===== config.mk =====
export PLATFORM = sky130hd
export DESIGN_NAME = crc_ahb_top
export DESIGN_NICKNAME = d
export VERILOG_FILES = /design/src/crc_pkg.sv /design/src/crc_ahb_top.sv /design/src/crc_engine.sv /design/src/crc_host_interface.sv /design/src/crc_input_buffer.sv
export SDC_FILE = /design/constraint.sdc
export NUM_CORES = 1
export LEC_CHECK = 0
export BUFFER_PORTS_ARGS = -buffer_cell sky130_fd_sc_hd__buf_2
export CORE_MARGIN = 3
export CORE_UTILIZATION = 55
export CTS_BUF_LIST = sky130_fd_sc_hd__clkbuf_4 sky130_fd_sc_hd__clkbuf_8 sky130_fd_sc_hd__clkbuf_16
export DETAILED_ROUTE_END_ITERATION = 8
export PLACE_DENSITY_LB_ADDON = 0.05
export SLEW_MARGIN = 20
export SYNTH_ARGS = -nofsm -noshare
export SYNTH_HDL_FRONTEND = slang
export SYNTH_SLANG_ARGS = --single-unit

===== constraint.sdc =====
create_clock -name HCLK -period 13.9 [get_ports HCLK]
set_input_delay 1.39 -clock HCLK [delete_from_list [all_inputs] [get_ports HCLK]]
set_output_delay 1.39 -clock HCLK [all_outputs]
set_load 0.02 [all_outputs]

===== src/crc_pkg.sv =====
/*
 * Shared definitions for the AHB-Lite CRC peripheral.
 * Register word addresses, AHB transfer and size codes, CR field
 * encodings and the reset values used by the top level.
 */

package crc_pkg;

	//////////////////////////////////////////////////
	// Register map, word address HADDR[4:2]
	//////////////////////////////////////////////////
	typedef enum logic [2:0]
	{
		DR   = 3'd0,
		IDR  = 3'd1,
		CR   = 3'd2,
		INIT = 3'd4,
		POL  = 3'd5
	} crc_reg_t;

	//////////////////////////////////////////////////
	// AHB encodings
	//////////////////////////////////////////////////
	typedef enum logic [1:0]
	{
		IDLE   = 2'b00,
		BUSY   = 2'b01,
		NONSEQ = 2'b10,
		SEQ    = 2'b11
	} htrans_t;

	// Low two bits of HSIZE
	typedef enum logic [1:0]
	{
		SIZE_BYTE = 2'd0,
		SIZE_HALF = 2'd1,
		SIZE_WORD = 2'd2
	} bus_size_t;

	//////////////////////////////////////////////////
	// CR fields
	//////////////////////////////////////////////////
	// CR[4:3]
	typedef enum logic [1:0] {POLY32, POLY16, POLY8, POLY7} poly_size_t;
	// CR[6:5]
	typedef enum logic [1:0] {REV_NONE, REV_BYTE, REV_HALF, REV_WORD} rev_in_t;

	// Reset values of INIT and POL
	localparam logic [31:0] CRC_INIT_DEFAULT = 32'hffff_ffff;
	// Ethernet CRC-32, normal form
	localparam logic [31:0] CRC_POLY_DEFAULT = 32'h04c1_1db7;

endpackage

===== src/crc_ahb_top.sv =====
/*
 * Top level of the AHB-Lite CRC peripheral.
 * Connects the bus front end, the input buffer and the CRC engine;
 * INIT_RESET and POLY_RESET set the reset values of INIT and POL.
 */

`timescale 1ns/1ps

module crc_ahb_top
#(
	parameter logic [31:0] INIT_RESET = crc_pkg::CRC_INIT_DEFAULT,
	parameter logic [31:0] POLY_RESET = crc_pkg::CRC_POLY_DEFAULT
)
(
	input  logic        HCLK,
	input  logic        HRESETn,
	input  logic        HSEL,
	input  logic [31:0] HADDR,
	input  logic [1:0]  HTRANS,
	input  logic [2:0]  HSIZE,
	input  logic        HWRITE,
	input  logic [31:0] HWDATA,
	input  logic        HREADY,
	output logic [31:0] HRDATA,
	output logic        HREADYOUT,
	output logic        HRESP
);

	import crc_pkg::*;

	// Bus side strobes and data
	logic [31:0] bus_wdata;
	bus_size_t   bus_size;
	logic        buf_write;
	logic        init_write;
	logic        idr_write;
	logic        poly_write;
	logic        reset_chain;

	// Configuration
	poly_size_t  poly_size;
	rev_in_t     rev_in;
	logic        rev_out;

	// Buffer to engine
	logic        buffer_full;
	logic        buf_valid;
	logic [31:0] buf_data;
	bus_size_t   buf_size;
	logic        buf_take;

	// Engine status and read back
	logic [31:0] crc_result;
	logic [31:0] init_value;
	logic [7:0]  idr_value;
	logic [31:0] poly_value;
	logic        reset_pending;
	logic        read_wait;

	crc_host_interface i_host
	(
		.HCLK          (HCLK),
		.HRESETn       (HRESETn),
		.HSEL          (HSEL),
		.HADDR         (HADDR),
		.HTRANS        (HTRANS),
		.HSIZE         (HSIZE),
		.HWRITE        (HWRITE),
		.HWDATA        (HWDATA),
		.HREADY        (HREADY),
		.buffer_full   (buffer_full),
		.read_wait     (read_wait),
		.reset_pending (reset_pending),
		.crc_result    (crc_result),
		.init_value    (init_value),
		.idr_value     (idr_value),
		.poly_value    (poly_value),
		.HRDATA        (HRDATA),
		.HREADYOUT     (HREADYOUT),
		.HRESP         (HRESP),
		.bus_wdata     (bus_wdata),
		.bus_size      (bus_size),
		.buf_write     (buf_write),
		.init_write    (init_write),
		.idr_write     (idr_write),
		.poly_write    (poly_write),
		.reset_chain   (reset_chain),
		.poly_size     (poly_size),
		.rev_in        (rev_in),
		.rev_out       (rev_out)
	);

	crc_input_buffer i_buffer
	(
		.HCLK        (HCLK),
		.HRESETn     (HRESETn),
		.buf_write   (buf_write),
		.bus_wdata   (bus_wdata),
		.bus_size    (bus_size),
		.buf_take    (buf_take),
		.buffer_full (buffer_full),
		.buf_valid   (buf_valid),
		.buf_data    (buf_data),
		.buf_size    (buf_size)
	);

	crc_engine
	#(
		.INIT_RESET (INIT_RESET),
		.POLY_RESET (POLY_RESET)
	)
	i_engine
	(
		.HCLK          (HCLK),
		.HRESETn       (HRESETn),
		.bus_wdata     (bus_wdata),
		.init_write    (init_write),
		.idr_write     (idr_write),
		.poly_write    (poly_write),
		.reset_chain   (reset_chain),
		.poly_size     (poly_size),
		.rev_in        (rev_in),
		.rev_out       (rev_out),
		.buf_valid     (buf_valid),
		.buf_data      (buf_data),
		.buf_size      (buf_size),
		.buf_take      (buf_take),
		.crc_result    (crc_result),
		.init_value    (init_value),
		.idr_value     (idr_value),
		.poly_value    (poly_value),
		.reset_pending (reset_pending),
		.read_wait     (read_wait)
	);

endmodule


===== src/crc_engine.sv =====
/*
 * Byte-serial CRC engine with programmable polynomial and width.
 * Holds INIT, POL and IDR, applies input and output bit reversal and
 * handles the CR reset command once all queued data is consumed.
 */

`timescale 1ns/1ps

module crc_engine
#(
	parameter logic [31:0] INIT_RESET = crc_pkg::CRC_INIT_DEFAULT,
	parameter logic [31:0] POLY_RESET = crc_pkg::CRC_POLY_DEFAULT
)
(
	input  logic                 HCLK,
	input  logic                 HRESETn,
	input  logic [31:0]          bus_wdata,
	input  logic                 init_write,
	input  logic                 idr_write,
	input  logic                 poly_write,
	input  logic                 reset_chain,
	input  crc_pkg::poly_size_t  poly_size,
	input  crc_pkg::rev_in_t     rev_in,
	input  logic                 rev_out,
	input  logic                 buf_valid,
	input  logic [31:0]          buf_data,
	input  crc_pkg::bus_size_t   buf_size,
	output logic                 buf_take,
	output logic [31:0]          crc_result,
	output logic [31:0]          init_value,
	output logic [7:0]           idr_value,
	output logic [31:0]          poly_value,
	output logic                 reset_pending,
	output logic                 read_wait
);

	import crc_pkg::*;

	typedef enum logic {IDLE, SHIFT} eng_state_t;

	eng_state_t  state;
	logic [1:0]  byte_cnt;
	logic [31:0] data_q;
	logic [31:0] crc_q;
	logic [31:0] init_q;
	logic [31:0] poly_q;
	logic [7:0]  idr_q;
	logic        pending_q;
	logic        reset_apply;
	logic [31:0] crc_masked;
	logic [4:0]  crc_top;

	//////////////////////////////////////////////////
	// Helpers
	//////////////////////////////////////////////////
	// Index of the CRC MSB for the selected width
	function automatic logic [4:0] width_top(poly_size_t size);
		case (size)
			POLY16:  return 5'd15;
			POLY8:   return 5'd7;
			POLY7:   return 5'd6;
			default: return 5'd31;
		endcase
	endfunction

	function automatic logic [31:0] width_mask(poly_size_t size);
		return 32'hffff_ffff >> (5'd31 - width_top(size));
	endfunction

	// Reversal unit is capped at the written size
	function automatic logic [31:0] reverse_input(logic [31:0] d, rev_in_t mode,
		bus_size_t size);
		logic [31:0] rb;
		logic [31:0] rh;
		logic [31:0] rw;
		for (int i = 0; i < 32; i++)
		begin
			rb[i] = d[(i / 8) * 8 + 7 - (i % 8)];
			rh[i] = d[(i / 16) * 16 + 15 - (i % 16)];
			rw[i] = d[31 - i];
		end
		case (mode)
			REV_BYTE: return rb;
			REV_HALF: return (size == SIZE_BYTE) ? rb : rh;
			REV_WORD: return (size == SIZE_BYTE) ? rb : (size == SIZE_HALF) ? rh : rw;
			default:  return d;
		endcase
	endfunction

	// Eight MSB-first steps, byte bit 7 enters first
	function automatic logic [31:0] crc_byte(logic [31:0] crc, logic [7:0] din,
		logic [31:0] poly, poly_size_t size);
		logic [31:0] c;
		logic [31:0] mask;
		logic [4:0]  top;
		logic        fb;
		mask = width_mask(size);
		top  = width_top(size);
		c    = crc & mask;
		for (int i = 7; i >= 0; i--)
		begin
			fb = c[top] ^ din[i];
			c  = (c << 1) & mask;
			if (fb)
				c = c ^ (poly & mask);
		end
		return c;
	endfunction

	//////////////////////////////////////////////////
	// Sequencer
	//////////////////////////////////////////////////
	// Queued data drains ahead of a pending reset
	assign buf_take    = (state == IDLE) && buf_valid;
	assign reset_apply = pending_q && (state == IDLE) && !buf_valid;

	always_ff @(posedge HCLK)
	begin
		if (!HRESETn)
		begin
			state     <= IDLE;
			byte_cnt  <= 2'd0;
			pending_q <= 1'b0;
			crc_q     <= INIT_RESET;
		end
		else
		begin
			case (state)
				IDLE:
				begin
					if (buf_take)
					begin
						state <= SHIFT;
						// Remaining bytes minus one
						case (buf_size)
							SIZE_BYTE: byte_cnt <= 2'd0;
							SIZE_HALF: byte_cnt <= 2'd1;
							default:   byte_cnt <= 2'd3;
						endcase
					end
				end
				default:
				begin
					if (byte_cnt == 2'd0)
						state <= IDLE;
					else
						byte_cnt <= byte_cnt - 2'd1;
				end
			endcase
			// A fresh command keeps the reset pending
			if (reset_chain)
				pending_q <= 1'b1;
			else if (reset_apply)
				pending_q <= 1'b0;
			if (reset_apply)
				crc_q <= init_q;
			else if (state == SHIFT)
				crc_q <= crc_byte(crc_q, data_q[7:0], poly_q, poly_size);
		end
	end

	// Shift register, least significant byte first
	always_ff @(posedge HCLK)
	begin
		if (buf_take)
			data_q <= reverse_input(buf_data, rev_in, buf_size);
		else if (state == SHIFT)
			data_q <= data_q >> 8;
	end

	//////////////////////////////////////////////////
	// Registers and outputs
	//////////////////////////////////////////////////
	always_ff @(posedge HCLK)
	begin
		if (!HRESETn)
		begin
			init_q <= INIT_RESET;
			poly_q <= POLY_RESET;
			idr_q  <= 8'h00;
		end
		else
		begin
			if (init_write)
				init_q <= bus_wdata;
			if (poly_write)
				poly_q <= bus_wdata;
			if (idr_write)
				idr_q <= bus_wdata[7:0];
		end
	end

	// Result masked to width, optionally mirrored within it
	assign crc_top    = width_top(poly_size);
	assign crc_masked = crc_q & width_mask(poly_size);
	assign crc_result = rev_out ? ({<<{crc_masked}} >> (5'd31 - crc_top)) : crc_masked;

	assign init_value    = init_q;
	assign poly_value    = poly_q;
	assign idr_value     = idr_q;
	assign reset_pending = pending_q;
	// DR is not final while data or a reset is outstanding
	assign read_wait     = (state == SHIFT) || buf_valid || pending_q;

endmodule


===== src/crc_host_interface.sv =====
/*
 * AHB-Lite slave front end of the CRC peripheral.
 * Registers the address phase, decodes the register map, holds CR,
 * muxes read data and stretches the data phase with wait states.
 */

`timescale 1ns/1ps

module crc_host_interface
(
	input  logic                    HCLK,
	input  logic                    HRESETn,
	input  logic                    HSEL,
	input  logic [31:0]             HADDR,
	input  logic [1:0]              HTRANS,
	input  logic [2:0]              HSIZE,
	input  logic                    HWRITE,
	input  logic [31:0]             HWDATA,
	input  logic                    HREADY,
	input  logic                    buffer_full,
	input  logic                    read_wait,
	input  logic                    reset_pending,
	input  logic [31:0]             crc_result,
	input  logic [31:0]             init_value,
	input  logic [7:0]              idr_value,
	input  logic [31:0]             poly_value,
	output logic [31:0]             HRDATA,
	output logic                    HREADYOUT,
	output logic                    HRESP,
	output logic [31:0]             bus_wdata,
	output crc_pkg::bus_size_t      bus_size,
	output logic                    buf_write,
	output logic                    init_write,
	output logic                    idr_write,
	output logic                    poly_write,
	output logic                    reset_chain,
	output crc_pkg::poly_size_t     poly_size,
	output crc_pkg::rev_in_t        rev_in,
	output logic                    rev_out
);

	import crc_pkg::*;

	// Address phase pipeline
	logic       hsel_q;
	htrans_t    htrans_q;
	logic [2:0] haddr_q;
	logic       hwrite_q;
	bus_size_t  hsize_q;

	// CR fields
	poly_size_t poly_size_q;
	rev_in_t    rev_in_q;
	logic       rev_out_q;

	logic sample_bus;
	logic write_en;
	logic read_en;
	logic dr_write_en;
	logic dr_read_en;
	logic init_write_en;
	logic cr_write;

	//////////////////////////////////////////////////
	// Address phase
	//////////////////////////////////////////////////
	// A new transfer is only accepted when the bus is ready
	assign sample_bus = HREADY && HREADYOUT;

	always_ff @(posedge HCLK)
	begin
		if (!HRESETn)
		begin
			hsel_q   <= 1'b0;
			htrans_q <= IDLE;
		end
		else if (sample_bus)
		begin
			hsel_q   <= HSEL;
			htrans_q <= htrans_t'(HTRANS);
		end
	end

	always_ff @(posedge HCLK)
	begin
		if (sample_bus)
		begin
			haddr_q  <= HADDR[4:2];
			hwrite_q <= HWRITE;
			hsize_q  <= bus_size_t'(HSIZE[1:0]);
		end
	end

	//////////////////////////////////////////////////
	// Decode and strobes
	//////////////////////////////////////////////////
	// BUSY, SEQ and IDLE beats complete with no effect
	assign write_en = hsel_q && hwrite_q && (htrans_q == NONSEQ);
	assign read_en  = hsel_q && !hwrite_q && (htrans_q == NONSEQ);

	assign dr_write_en   = write_en && (haddr_q == DR);
	assign dr_read_en    = read_en && (haddr_q == DR);
	assign init_write_en = write_en && (haddr_q == INIT);
	assign cr_write      = write_en && (haddr_q == CR);

	// New data also waits behind a pending reset
	assign buf_write  = dr_write_en && !buffer_full && !reset_pending;
	// INIT is only updated once the pending reset has used the old value
	assign init_write = init_write_en && !reset_pending;
	assign idr_write  = write_en && (haddr_q == IDR);
	assign poly_write = write_en && (haddr_q == POL);

	// Write data is taken straight from the data phase
	assign bus_wdata = HWDATA;
	assign bus_size  = hsize_q;

	//////////////////////////////////////////////////
	// Control register
	//////////////////////////////////////////////////
	always_ff @(posedge HCLK)
	begin
		if (!HRESETn)
		begin
			poly_size_q <= POLY32;
			rev_in_q    <= REV_NONE;
			rev_out_q   <= 1'b0;
		end
		else if (cr_write)
		begin
			poly_size_q <= poly_size_t'(HWDATA[4:3]);
			rev_in_q    <= rev_in_t'(HWDATA[6:5]);
			rev_out_q   <= HWDATA[7];
		end
	end

	// Bit 0 is a command, never stored
	assign reset_chain = cr_write && HWDATA[0];
	assign poly_size   = poly_size_q;
	assign rev_in      = rev_in_q;
	assign rev_out     = rev_out_q;

	// Read data, unmapped words give zero
	always_comb
	begin
		case (haddr_q)
			DR:      HRDATA = crc_result;
			IDR:     HRDATA = {24'h0, idr_value};
			CR:      HRDATA = {24'h0, rev_out_q, rev_in_q, poly_size_q, 3'b000};
			INIT:    HRDATA = init_value;
			POL:     HRDATA = poly_value;
			default: HRDATA = 32'h0;
		endcase
	end

	// Wait states
	assign HREADYOUT = !((dr_write_en && (buffer_full || reset_pending)) ||
		(dr_read_en && read_wait) ||
		(init_write_en && reset_pending));

	// Always OKAY
	assign HRESP = 1'b0;

endmodule


===== src/crc_input_buffer.sv =====
/*
 * Single-entry holding register between the bus and the CRC engine.
 * Captures a DR write word with its size and presents it until the
 * engine takes it; a new word may enter in the same cycle.
 */

`timescale 1ns/1ps

module crc_input_buffer
(
	input  logic                HCLK,
	input  logic                HRESETn,
	input  logic                buf_write,
	input  logic [31:0]         bus_wdata,
	input  crc_pkg::bus_size_t  bus_size,
	input  logic                buf_take,
	output logic                buffer_full,
	output logic                buf_valid,
	output logic [31:0]         buf_data,
	output crc_pkg::bus_size_t  buf_size
);

	import crc_pkg::*;

	logic        valid_q;
	logic [31:0] data_q;
	bus_size_t   size_q;

	//////////////////////////////////////////////////
	// Occupancy
	//////////////////////////////////////////////////
	// A write in the take cycle keeps the entry occupied
	always_ff @(posedge HCLK)
	begin
		if (!HRESETn)
		begin
			valid_q <= 1'b0;
		end
		else if (buf_write)
		begin
			valid_q <= 1'b1;
		end
		else if (buf_take)
		begin
			valid_q <= 1'b0;
		end
	end

	// Word and size
	always_ff @(posedge HCLK)
	begin
		if (buf_write)
		begin
			data_q <= bus_wdata;
			size_q <= bus_size;
		end
	end

	// Slot frees up in the cycle the engine takes it
	assign buffer_full = valid_q && !buf_take;

	assign buf_valid = valid_q;
	assign buf_data  = data_q;
	assign buf_size  = size_q;

endmodule


==> impl_results.md <==
* Synth Net Count at 1,972
* Grt total ovfl at 0
* Share of cells above drive strength 1 at 0.116
* Gate power share at 0.061
* Port Buffers at 76
* I/O pins at 108
* Num CTS Buffers at 17
* First-pass GRT wire length at 76,400 microns
* RePlAce Congestion at 0.945
* # hold bufs at CTS at 0
* Netlist Area Pre-Place at 14,700 sq um
* Hold Path Class: reg2reg
* FF+latch count, synth at 189
* Post-CTS Setup Bufs at 0
* Worst Skew at 20.3 ps
* Die Y at 170 microns
* Initial DRC Count at 1,848
* Final setup fails at 0
* Netlist cell types at 82
* LEAKAGE at 5.91 nW
* P_int at 0.000858 W
* DRC Markers at 0
* Crit end category: flop
* Async S/R FF share, synth at 0
* Status: finished clean
* Top-count cell post-synth: nand2_1
* Worst vdd ir at 0.0828 mV
* Synth Flop Type: dfxtp_1
* Switch Pwr at 0.000341 W
* Crit-path most repeated cell: mux2i_1
* RSZ-0062 raised after global routing: false
* Mapped Avg Cell Area at 7.75 sq um
* WL final at 50,400 microns
* Worst Setup Start Kind: flop
* Cells after synthesis at 1,897
* Vias in the first global route at 12,761
* NumNets Final at 1,933
* Tcrit/Tclk final at 0.716
* CTS Root Cell: clkbuf_16
* Synth top cells by count: nand2_1 (426), xnor2_1 (166), o21ai_0 (154), clkbuf_1 (137), dfxtp_1 (117)
* Top cell type by total area after synthesis: dfxtp_1
* Initial Utilization at 0.561
* CORE AREA at 26,200 sq um
* Max FO, Critical Path at 55
* DPL Wire Length at 35,300 microns
* Slowest stage delay, CP at 720 ps
* Drt pass-1 iters at 9
* Antenna violations before repair at 2
* Sw Ratio at 0.284
* R2r endpoint: i_engine.crc_q[14]$_SDFFE_PN1P_
* Area Growth Syn to Fin at 7.56%
* Worst EP arrival at 10,290 ps
* Die Wd at 170 microns
* Row count at 59
* Max_cap viols at 0
* Clk pwr share at 0.457
* R2r worst-path depth at 28
* GRT Overall Usage at 0.344
* Fin. Hold Viols at 0
* Final worst path period need at 9960 ps
* EDFF count, synth at 72
* Post-route ant nets at 0
* Worst slew margin at 0.249
* Crit path capture: i_engine.crc_q[14]$_SDFFE_PN1P_
* CP Class: reg2reg
* Slowest cell on crit path: nor4_4
* Power per cell area at 75.8 nW/um^2
* Drt wl/cell at 22.8 microns
* Fin worst setup slack at 3940 ps
* Seq pwr share at 0.483
* Reg2reg start: i_host.poly_size[0]$_SDFFE_PN0P_
* Max Transition Viols Final at 0
* Ys Warns at 0
* DR vias/cell at 6.36
* Fin Setup TNS at 0 ps
* Die ar. at 28,700 sq um
* Fmax at 100 MHz
* R2r setup slk at 3940 ps
* Worst Tran Pin Value at 1130 ps
* Worst Setup SP: i_host.poly_size[0]$_SDFFE_PN0P_
* Area contributors post-synth: dfxtp_1 (16%), edfxtp_1 (15%), nand2_1 (11%), xnor2_1 (9.9%), o21ai_0 (5.2%)
* Worst endpoint required time at 14,230 ps
* TritonCTS clock tree: built
* Clock Latency Late Sink at 450 ps
* Synth top area share at 0.159
* Dpl ws at 4150 ps
* Largest net degree at the start of global routing at 96
* Sink Count at 189
* Maximum clock insertion buffer count at 2
* Resize count post-CTS at 0
* Clock transition at path regs at 90 ps
* CTS H-Tree Depth at 4
* Seq/Total Area, Yosys at 0.306
* Vias at 14,028
* Hold WS at 431 ps
[cells in the final DEF, fill, tap and decap left out, types with 21 or more instances in the layout]
master,n
a21boi_0,21
o21ai_0,154
edfxtp_1,72
nand3_1,63
o22ai_1,26
xnor2_1,163
mux2i_1,71
nand2_1,426
nand2b_1,23
nor2_1,94
a22oi_1,35
buf_4,35
or3_1,21
nor2b_1,34
dfxtp_1,115
a21oi_1,63
mux2_2,39
buf_2,75
inv_1,34
xor2_1,34
[per-layer routing]
layer  wire [microns]  up-vias  GRT usage
met2            21600      759      0.509
li1                 -     6487          -
met4             2190        2      0.136
met1            21600     6655      0.496
met3             5000      125     0.0662
met5               16        -          0
[metrics by stage]
step / instance area (sq um) / utilization / power (W) / std cells
finish: 15800 / 0.604 / 0.00120 / 2207
global route: 15800 / 0.604 / 0.00123 / 2207
CTS: 15800 / 0.603 / 0.00120 / 2206
detailed placement: 15200 / 0.578 / 0.000662 / 2174
global placement: 15200 / 0.578 / 0.000661 / 2174
floorplan: 14700 / - / 0.000631 / 1897
[worst min path at each step]
stage                                      start                             end  slack (ps)  depth (start not counted)
CTS                 i_host.bus_size[1]$_DFFE_PP_  i_buffer.buf_size[1]$_DFFE_PP_         430                          0
finish              i_host.bus_size[1]$_DFFE_PP_  i_buffer.buf_size[1]$_DFFE_PP_         430                          0
global placement    i_host.bus_size[1]$_DFFE_PP_  i_buffer.buf_size[1]$_DFFE_PP_         410                          0
floorplan           i_host.bus_size[0]$_DFFE_PP_  i_buffer.buf_size[0]$_DFFE_PP_         400                          0
detailed placement  i_host.bus_size[1]$_DFFE_PP_  i_buffer.buf_size[1]$_DFFE_PP_         410                          0
global route        i_host.bus_size[1]$_DFFE_PP_  i_buffer.buf_size[1]$_DFFE_PP_         450                          0
[layout make-up]
class | instances | area, sq um
fillers | 2401 | 10400
multi-input cells | 1503 | 9460
flip-flops and latches | 189 | 4510
repair buffers | 110 | 638
clock buffers | 17 | 425
well taps | 335 | 419
clock inverters | 15 | 229
inverters | 37 | 139
diodes | 1 | 2.50
[kinds of logic after synthesis]
kind of cell | count (synthesis) | share of synthesized area
AOI/OAI and AO/OA | 421 | 0.185
xor gates and xnor gates | 207 | 0.127
adders and majority gates | 1 | 0.000851
buffers and inverters | 205 | 0.0541
DFF | 189 | 0.306
muxes | 122 | 0.0944
other | 1 | 0.000255
and+or+nand+nor | 751 | 0.231
[flip-flops by register name, summed over array words and instances (netlist names)]
name / flops
i_buffer.buf_data: 32
i_buffer.buf_size: 2
i_buffer.buf_valid: 1
i_engine.byte_cnt: 2
i_engine.crc_q: 32
i_engine.data_q: 32
i_engine.idr_value: 8
i_engine.init_value: 32
i_engine.poly_value: 32
i_engine.reset_pending: 1
i_engine.state: 1
i_host.bus_size: 2
i_host.haddr_q: 3
i_host.hsel_q: 1
i_host.htrans_q: 2
i_host.hwrite_q: 1
i_host.poly_size: 2
i_host.rev_in: 2
i_host.rev_out: 1
[critical path: cells and delay by family (launching register included)]
family	cells	cell delay, ps
DFF	1	360
buffers and inverters	3	1170
muxes	11	3680
AOI/OAI and AO/OA	5	980
xor gates and xnor gates	2	340
and+or+nand+nor	7	3280
[power groups by stage]
stage | Sequential [W] | Clock, W | Combinational [W]
final | 0.000578 | 0.000547 | 0.0000729
after detailed placement | 0.000591 | 0 | 0.0000709
after global placement | 0.000591 | 0 | 0.0000702
after CTS | 0.000578 | 0.000552 | 0.0000712
after global routing | 0.000579 | 0.000573 | 0.0000771
after floorplan | 0.000588 | 0 | 0.0000428
Power figures use the tool's default switching activity.
